--- src/include/sbox_consts.svh ---
`ifndef SBOX_CONSTS_SVH
`define SBOX_CONSTS_SVH

// six 6-bit lanes make up the 36-bit cipher state.
`define SBOX_LANES 6

// bits per GF(2^6) element.
`define SBOX_WIDTH 6

// request strobe to result strobe, in clock cycles.
`define SBOX_LATENCY 2

`endif

--- src/logic/gf_sbox_pkg.sv ---
`include "sbox_consts.svh"

package gf_sbox_pkg;

  // GF(4) in basis {1, w} with w^2 = w + 1, bit 1 holds the w coefficient.
  typedef logic [1:0] gf4_t;

  typedef logic [`SBOX_WIDTH-1:0] gf6_t; // polynomial basis.

  // GF((2^2)^3) element c2*b^2 + c1*b + c0, where b^3 = b^2 + w^2*b + w.
  typedef struct packed {
    gf4_t c2;
    gf4_t c1;
    gf4_t c0;
  } tower_t;

  typedef enum logic {
    SBOX_FWD = 1'b0, // x^19.
    SBOX_INV = 1'b1  // x^10.
  } sbox_op_e;

  typedef gf6_t [`SBOX_LANES-1:0] sbox_state_t;

  typedef struct packed {
    sbox_op_e    op;
    sbox_state_t state;
  } sbox_req_t;

  function automatic gf4_t gf4_add(gf4_t a, gf4_t b);
    return a ^ b;
  endfunction

  function automatic gf4_t gf4_square(gf4_t a);
    return {a[1], a[0] ^ a[1]};
  endfunction

  function automatic gf4_t gf4_mul(gf4_t a, gf4_t b);
    logic t;
    t = a[1] & b[1];
    return {(a[0] & b[1]) ^ (a[1] & b[0]) ^ t, (a[0] & b[0]) ^ t};
  endfunction

  // multiply by one of the four field constants 0, 1, w, w^2.
  function automatic gf4_t gf4_cmul(gf4_t a, gf4_t k);
    gf4_t r;
    case (k)
      2'd0:    r = 2'b00;
      2'd1:    r = a;
      2'd2:    r = {a[0] ^ a[1], a[1]};
      default: r = {a[0], a[0] ^ a[1]};
    endcase
    return r;
  endfunction

  // a^3 * b, where a^3 is 1 for any nonzero a.
  function automatic gf4_t gf4_cube_sel(gf4_t a, gf4_t b);
    logic nz;
    nz = a[0] | a[1];
    return {nz & b[1], nz & b[0]};
  endfunction

  // polynomial basis into tower basis.
  function automatic tower_t to_tower(gf6_t a);
    logic [5:0] b;
    b[0] = a[0] ^ a[1];
    b[1] = a[1] ^ a[5];
    b[2] = a[1] ^ a[3] ^ a[4] ^ a[5];
    b[3] = a[2] ^ a[3] ^ a[4] ^ a[5];
    b[4] = a[1] ^ a[3];
    b[5] = a[1] ^ a[2] ^ a[4];
    return tower_t'(b);
  endfunction

  // tower basis back into polynomial basis.
  function automatic gf6_t from_tower(tower_t t);
    logic [5:0] a;
    logic [5:0] b;
    a = t;
    b[0] = a[0] ^ a[1] ^ a[3] ^ a[4] ^ a[5];
    b[1] = a[1] ^ a[3] ^ a[4] ^ a[5];
    b[2] = a[1] ^ a[2] ^ a[4] ^ a[5];
    b[3] = a[1] ^ a[3] ^ a[5];
    b[4] = a[2] ^ a[3] ^ a[5];
    b[5] = a[3] ^ a[4] ^ a[5];
    return b;
  endfunction

endpackage

--- src/logic/tower_power19.sv ---
`timescale 1ns/100ps

module tower_power19
  import gf_sbox_pkg::*;
(
  input  tower_t a,
  output tower_t b
);

  localparam int n_terms = 15;

  // per-term weights for each output coefficient, term 0 first.
  localparam gf4_t k_c0 [n_terms] = '{
    2'd1, 2'd0, 2'd1, 2'd3, 2'd3, 2'd1, 2'd0, 2'd3,
    2'd1, 2'd3, 2'd1, 2'd0, 2'd1, 2'd1, 2'd0
  };
  localparam gf4_t k_c1 [n_terms] = '{
    2'd0, 2'd3, 2'd3, 2'd1, 2'd3, 2'd1, 2'd3, 2'd1,
    2'd2, 2'd2, 2'd2, 2'd0, 2'd2, 2'd2, 2'd2
  };
  localparam gf4_t k_c2 [n_terms] = '{
    2'd0, 2'd2, 2'd3, 2'd2, 2'd0, 2'd1, 2'd0, 2'd3,
    2'd3, 2'd3, 2'd0, 2'd3, 2'd2, 2'd0, 2'd2
  };

  gf4_t x0;
  gf4_t x1;
  gf4_t x2;
  gf4_t s0;
  gf4_t s1;
  gf4_t s2;
  gf4_t m01;
  gf4_t m02;
  gf4_t m12;
  gf4_t term [n_terms];

  assign x0 = a.c0;
  assign x1 = a.c1;
  assign x2 = a.c2;

  assign s0 = gf4_square(x0);
  assign s1 = gf4_square(x1);
  assign s2 = gf4_square(x2);

  assign m01 = gf4_mul(x0, x1);
  assign m02 = gf4_mul(x0, x2);
  assign m12 = gf4_mul(x1, x2);

  // linear terms.
  assign term[0] = x0;
  assign term[1] = x1;
  assign term[2] = x2;

  // xi^3 * xj terms.
  assign term[3] = gf4_cube_sel(x0, x1);
  assign term[4] = gf4_cube_sel(x0, x2);
  assign term[5] = gf4_cube_sel(x1, x0);
  assign term[6] = gf4_cube_sel(x1, x2);
  assign term[7] = gf4_cube_sel(x2, x0);
  assign term[8] = gf4_cube_sel(x2, x1);

  // degree four terms.
  assign term[9]  = gf4_mul(s0, s1);
  assign term[10] = gf4_mul(s0, s2);
  assign term[11] = gf4_mul(s1, s2);
  assign term[12] = gf4_mul(s0, m12);
  assign term[13] = gf4_mul(s1, m02);
  assign term[14] = gf4_mul(s2, m01);

  always_comb begin
    b = '0;
    for (int k = 0; k < n_terms; k++) begin
      b.c0 = gf4_add(b.c0, gf4_cmul(term[k], k_c0[k]));
      b.c1 = gf4_add(b.c1, gf4_cmul(term[k], k_c1[k]));
      b.c2 = gf4_add(b.c2, gf4_cmul(term[k], k_c2[k]));
    end
  end

endmodule

--- src/logic/tower_power10.sv ---
`timescale 1ns/100ps

module tower_power10
  import gf_sbox_pkg::*;
(
  input  tower_t a,
  output tower_t b
);

  gf4_t u0;
  gf4_t u1;
  gf4_t u2;
  tower_t sq;  // x^2.
  tower_t e8;  // x^8.
  gf4_t d0;
  gf4_t d1;
  gf4_t d2;
  gf4_t d3;
  gf4_t d4;

  // squaring acts on each coefficient, then b^4 = w*b^2 + b + w folds back.
  assign u0 = gf4_square(a.c0);
  assign u1 = gf4_square(a.c1);
  assign u2 = gf4_square(a.c2);

  assign sq.c2 = gf4_add(gf4_cmul(u2, 2'd2), u1);
  assign sq.c1 = u2;
  assign sq.c0 = gf4_add(gf4_cmul(u2, 2'd2), u0);

  // x^8 = (x^2)^4, the GF(4) Frobenius leaves coefficients alone.
  assign e8.c2 = gf4_cmul(sq.c1, 2'd2);
  assign e8.c1 = gf4_add(gf4_cmul(sq.c2, 2'd3), sq.c1);
  assign e8.c0 = gf4_add(gf4_add(gf4_cmul(sq.c2, 2'd2), gf4_cmul(sq.c1, 2'd2)), sq.c0);

  // schoolbook product x^8 * x^2 up to b^4.
  assign d0 = gf4_mul(e8.c0, sq.c0);
  assign d1 = gf4_add(gf4_mul(e8.c0, sq.c1), gf4_mul(e8.c1, sq.c0));
  assign d2 = gf4_add(gf4_add(gf4_mul(e8.c0, sq.c2), gf4_mul(e8.c1, sq.c1)),
                      gf4_mul(e8.c2, sq.c0));
  assign d3 = gf4_add(gf4_mul(e8.c1, sq.c2), gf4_mul(e8.c2, sq.c1));
  assign d4 = gf4_mul(e8.c2, sq.c2);

  // reduce with b^3 = b^2 + w^2*b + w.
  assign b.c2 = gf4_add(gf4_add(d2, d3), gf4_cmul(d4, 2'd2));
  assign b.c1 = gf4_add(gf4_add(d1, gf4_cmul(d3, 2'd3)), d4);
  assign b.c0 = gf4_add(gf4_add(d0, gf4_cmul(d3, 2'd2)), gf4_cmul(d4, 2'd2));

endmodule

--- src/logic/sbox_lane.sv ---
`timescale 1ns/100ps

module sbox_lane
  import gf_sbox_pkg::*;
(
  input  logic     clk,
  input  logic     stage1_en,
  input  logic     stage2_en,
  input  sbox_op_e op,
  input  gf6_t     din,
  output gf6_t     dout
);

  tower_t mapped;
  tower_t pow19;
  tower_t pow10;
  tower_t powered;
  tower_t stage1_q;

  assign mapped = to_tower(din);

  tower_power19 u_pow19 (
    .a (mapped),
    .b (pow19)
  );

  tower_power10 u_pow10 (
    .a (mapped),
    .b (pow10)
  );

  assign powered = (op == SBOX_INV) ? pow10 : pow19;

  always_ff @(posedge clk) begin
    if (stage1_en) begin
      stage1_q <= powered;
    end
  end

  // back to polynomial basis on the way out.
  always_ff @(posedge clk) begin
    if (stage2_en) begin
      dout <= from_tower(stage1_q);
    end
  end

  // zero is a fixed point of both power maps and of the basis change.
  zero_maps_to_zero: assert property (
    @(posedge clk) (stage1_en && din == '0) |=> (stage1_q == '0)
  );

endmodule

--- src/logic/sbox_layer.sv ---
`timescale 1ns/100ps
`include "sbox_consts.svh"

module sbox_layer
  import gf_sbox_pkg::*;
(
  input  logic        clk,
  input  logic        reset,
  input  logic        in_valid,
  input  sbox_req_t   in_req,
  output logic        out_valid,
  output sbox_state_t out_state
);

  logic stage1_valid;

  // valid travels alongside the lane data, no stalls.
  always_ff @(posedge clk) begin
    if (reset) begin
      stage1_valid <= 1'b0;
      out_valid    <= 1'b0;
    end else begin
      stage1_valid <= in_valid;
      out_valid    <= stage1_valid;
    end
  end

  for (genvar i = 0; i < `SBOX_LANES; i++) begin : g_lane
    sbox_lane u_lane (
      .clk       (clk),
      .stage1_en (in_valid),
      .stage2_en (stage1_valid),
      .op        (in_req.op),
      .din       (in_req.state[i]),
      .dout      (out_state[i])
    );
  end

  // every request leaves exactly SBOX_LATENCY cycles later.
  req_to_result: assert property (
    @(posedge clk) disable iff (reset)
      in_valid |-> ##`SBOX_LATENCY out_valid
  );

  // and no result appears without a request behind it.
  result_from_req: assert property (
    @(posedge clk) disable iff (reset)
      out_valid |-> $past(in_valid, `SBOX_LATENCY)
  );

  legal_op: assert property (
    @(posedge clk) disable iff (reset)
      in_valid |-> (in_req.op inside {SBOX_FWD, SBOX_INV})
  );

endmodule

--- config.mk ---
export PLATFORM = sky130hd
export DESIGN_NAME = sbox_layer
export DESIGN_NICKNAME = d
export VERILOG_FILES = /design/src/logic/gf_sbox_pkg.sv /design/src/logic/tower_power19.sv /design/src/logic/tower_power10.sv /design/src/logic/sbox_lane.sv /design/src/logic/sbox_layer.sv
export VERILOG_INCLUDE_DIRS = /design/src /design/src/include
export SDC_FILE = /design/constraint.sdc
export NUM_CORES = 1
export LEC_CHECK = 0
export BUFFER_PORTS_ARGS = -buffer_cell sky130_fd_sc_hd__buf_2
export CORE_ASPECT_RATIO = 0.7
export CORE_UTILIZATION = 30
export CTS_BUF_LIST = sky130_fd_sc_hd__clkbuf_8
export DETAILED_ROUTE_END_ITERATION = 10
export PLACE_DENSITY_LB_ADDON = 0.1
export SLEW_MARGIN = 20
export SYNTH_ARGS = -nofsm -noshare
export SYNTH_HDL_FRONTEND = slang
export SYNTH_SLANG_ARGS = --single-unit
--- constraint.sdc ---
create_clock -name clk -period 11 [get_ports clk]
set_clock_uncertainty 0.05 [all_clocks]
set_input_delay 0 -clock clk [delete_from_list [all_inputs] [get_ports clk]]
set_output_delay 0 -clock clk [all_outputs]
set_load 0.005 [all_outputs]
==> impl_metrics.csv <==
group,metric,value,unit
run_status,run_status,"finished, final reports clean",
sta,finalSetupTns,0,ns
placed_design,dpl-instance-area,17200,sq um
min_path,hold_path_class,"input port to flop",
worst_setup_path,cpMostUsedCell,"xnor2_1",
sta,rsz0062_at_grt,"no",
synth,synth.area.top_cells,"xnor2_1 (29%), edfxtp_1 (13%), ha_1 (9.7%), xor2_1 (6.4%), nor2_1 (4.1%)",
floorplanning,die_x,281,um
placed_design,hpwl,32700,um
cells_and_area,seq_area,2200,sq um
drt,vias,13100,
worst_setup_path,crit_arrival,4.85,ns
cts,root_buffer,"clkbuf_8",
cts,insertion_delay,0.40,ns
cells_and_area,stdcell_area,17400,sq um
worst_setup_path,crit_start,"in_req[25]",
power_and_ir_drop,power,6.50,mW
sta,whs,0.249,ns
worst_setup_path,crit_type,"input port to flop",
worst_setup_path,crit_required,11.09,ns
worst_setup_path,cp_cell_sequence,"buf_2 -> xnor2_1 -> buf_4 -> clkinv_1 -> xnor2_1 -> ha_1 -> ha_1 -> xor2_1 -> ha_1 -> or2_2 -> mux4_2 -> o211ai_1 -> xnor2_1 -> xnor2_1 -> xnor2_1 -> mux2_2",
worst_setup_path,cp_max_fo,22,
cts,postCtsSetupRepairBufs,0,
synth,ys.flop_type,"edfxtp_1",
drt,first_iter_violations,767,
placed_design,port_buffers,76,
sta,maxSlewViolCount,0,
cells_and_area,multi_input_area,13200,sq um
cells_and_area,mostFrequentLayoutCell,"xnor2_1",
drt,viasPerCell,4.77,
cells_and_area,fill_cells,5713,
worst_setup_path,reg2regPathDepth,4,
synth,syn_inst,2041,
power_and_ir_drop,power_density,373,nW/um^2
synth,syn-num-nets,2207,
worst_setup_path,path_delay_family,"adder cells",
synth,synth-edff-count,72,
synth,ys_types,69,
synth,yosysWarnings,0,
drt,drt-wirelength-per-cell,15.5,um
global_route,grt_start_max_net_pins,58,
global_route,grt_usage,0.153,
sta,hold_viol,0,
sta,setup_viol,0,
cts,cts_inserted_buffers,9,
cells_and_area,final_layout_size_suffix_gt1_frac,0.0784,
drt,routed_wl,42600,um
sta,maxSlewHeadroom,0.295,
synth,async_flop_share,0,
drt,dr.pass1.iters,5,
worst_setup_path,crit_path_end_kind,"flop",
sta,tightest_slew,1.05,ns
synth,synth_top_family_by_area,"XOR/XNOR gates",
sta,fin_crit,4.76,ns
synth,yosys.area_share.simple,0.145,
min_path,min_from,"in_valid",
cells_and_area,fin_util,0.324,
floorplanning,die_y,197,um
global_route,overflow,0,
worst_setup_path,path_depth,16,
drt,postRouteAntennaNets,0,
worst_setup_path,critPathLaunchType,"input port",
cells_and_area,mostFrequentLayoutCells,"xnor2_1 (541), nor2_1 (178), nand2_1 (139)",
synth,muxShareOfSynthArea,0.0396,
cells_and_area,layout.nets,2177,
synth,syn_area,16300,sq um
synth,synth.largest_area_cell,"xnor2_1",
floorplanning,row_count,71,
floorplanning,die_area,55400,sq um
min_path,hold_depth,1,
sta,max_clock_freq,0.210,GHz
worst_setup_path,cp_slowest_stage_delay,0.69,ns
cells_and_area,syn_to_final_growth,6.70,%
power_and_ir_drop,cellLeakagePower,6.48,nW
cts,cts-htree-levels,3,
floorplanning,core,53700,sq um
synth,ys_seq_elements,74,
synth,synth_xor_area_frac,0.392,
placed_design,place.gp.congestion,0.803,
worst_setup_path,slowest_stage,"ha_1",
global_route,antenna_found_initial,1,
cts,cts_sinks,74,
worst_setup_path,r2r-start,"g_lane[5].u_lane.stage1_q[5]",
drt,route.detailed.drc,0,
power_and_ir_drop,vdd_drop_max,0.135,mV
cts,cts_buffer_depth,2,
cts,cts.clk_slew.worst_paths,0.10,ns
synth,synthAdderAreaFrac,0.0990,
cts,cts_tree,"yes",
worst_setup_path,critPathBufInv,3,
floorplanning,boundaryPins,77,
synth,yosys.area.top_type_share,0.290,
synth,ys_seq_area_frac,0.135,
synth,synth_compound_area_frac,0.133,
floorplanning,start_util,0.304,
global_route,grt_pass1_wl,68500,um
synth,synth.avg_cell_area,8.00,sq um
sta,finalCritPeriodShare,0.433,
flow_run,drv_cap,0,
global_route,grt_pass1_vias,12500,
[area by class of cell]
cell class / count / share of cell area
antenna: 2 / 0.000287
multi-input combinational: 1742 / 0.758
inverter: 90 / 0.0194
sequential: 74 / 0.126
clock inverter: 6 / 0.00661
timing repair buffer: 94 / 0.0297
tap: 730 / 0.0524
clock buffer: 9 / 0.00711
[registers in the layout, indices dropped and copies added, names as in the netlist]
register                cells
g_lane.u_lane.dout         36
out_valid                   1
stage1_valid                1
g_lane.u_lane.stage1_q     36
[cell usage after synthesis, types with 5 or more instances]
library cell and count:
a221oi_1 16, o21ai_0 96, buf_1 11, xnor2_1 541, a211oi_1 14, nor2b_1 38
buf_4 7, xor2_1 120, o22ai_1 31, nand3_1 32, inv_2 10, clkbuf_1 78
xnor2_2 14, a21oi_1 57, nand2_1 139, o311a_1 5, buf_2 39, a211o_1 6
edfxtp_1 72, ha_1 126, a22o_1 5, nand2b_1 35, o31ai_1 6, a32oi_1 8
or4_1 5, and3b_1 6, a31oi_1 17, o21ai_1 20, o221ai_1 5, nor3_1 47
xor2_2 8, xnor3_1 9, nand3b_1 5, mux2i_1 50, or3_1 5, nor2_1 178
clkinv_1 8, mux2_2 11, nor3b_1 9, inv_1 72, o211ai_1 15
[layer usage]
layer,global-route usage,share of wire
met5,0,0
met4,0.0275,0.012
met3,0.0186,0.028
met2,0.224,0.41
met1,0.237,0.55
[per-stage QoR]
stage / instances / setup WS (ns)
5_1_grt: 2745 / 5.91
2_1_floorplan: 2041 / 6.41
6_report: 2747 / 6.24
3_3_place_gp: 2729 / 5.99
4_1_cts: 2745 / 6.27
3_5_place_dp: 2729 / 5.83
[final timing paths]
check | to | slack (ns)
worst max-delay path | g_lane[4].u_lane.stage1_q[2] | 6.24
worst max register to register | g_lane[5].u_lane.dout[0] | 9.15
worst min register to register | g_lane[1].u_lane.dout[0] | 0.52
worst min-delay path | g_lane[5].u_lane.stage1_q[0] | 0.25
[kinds of logic after synthesis]
family | after synthesis
multiplexers | 62
AO/OA/AOI/OAI | 340
buffers and inverters | 225
AND/OR/NAND/NOR | 516
adder cells (fa/ha/maj) | 130
flip-flops | 74
XOR/XNOR | 694
[power by group]
group / switching (mW) / internal (mW) / total [mW]
registers: 0.0987 / 0.658 / 0.756
logic: 2.78 / 2.69 / 5.47
clock network: 0.119 / 0.151 / 0.269
[what timing repair did]
item	4_1_cts	5_1_grt
hold endpoints to repair	2	0
gates resized for setup	0	0
hold buffers	1	0
No activity file was read; power rests on OpenSTA's default activity.
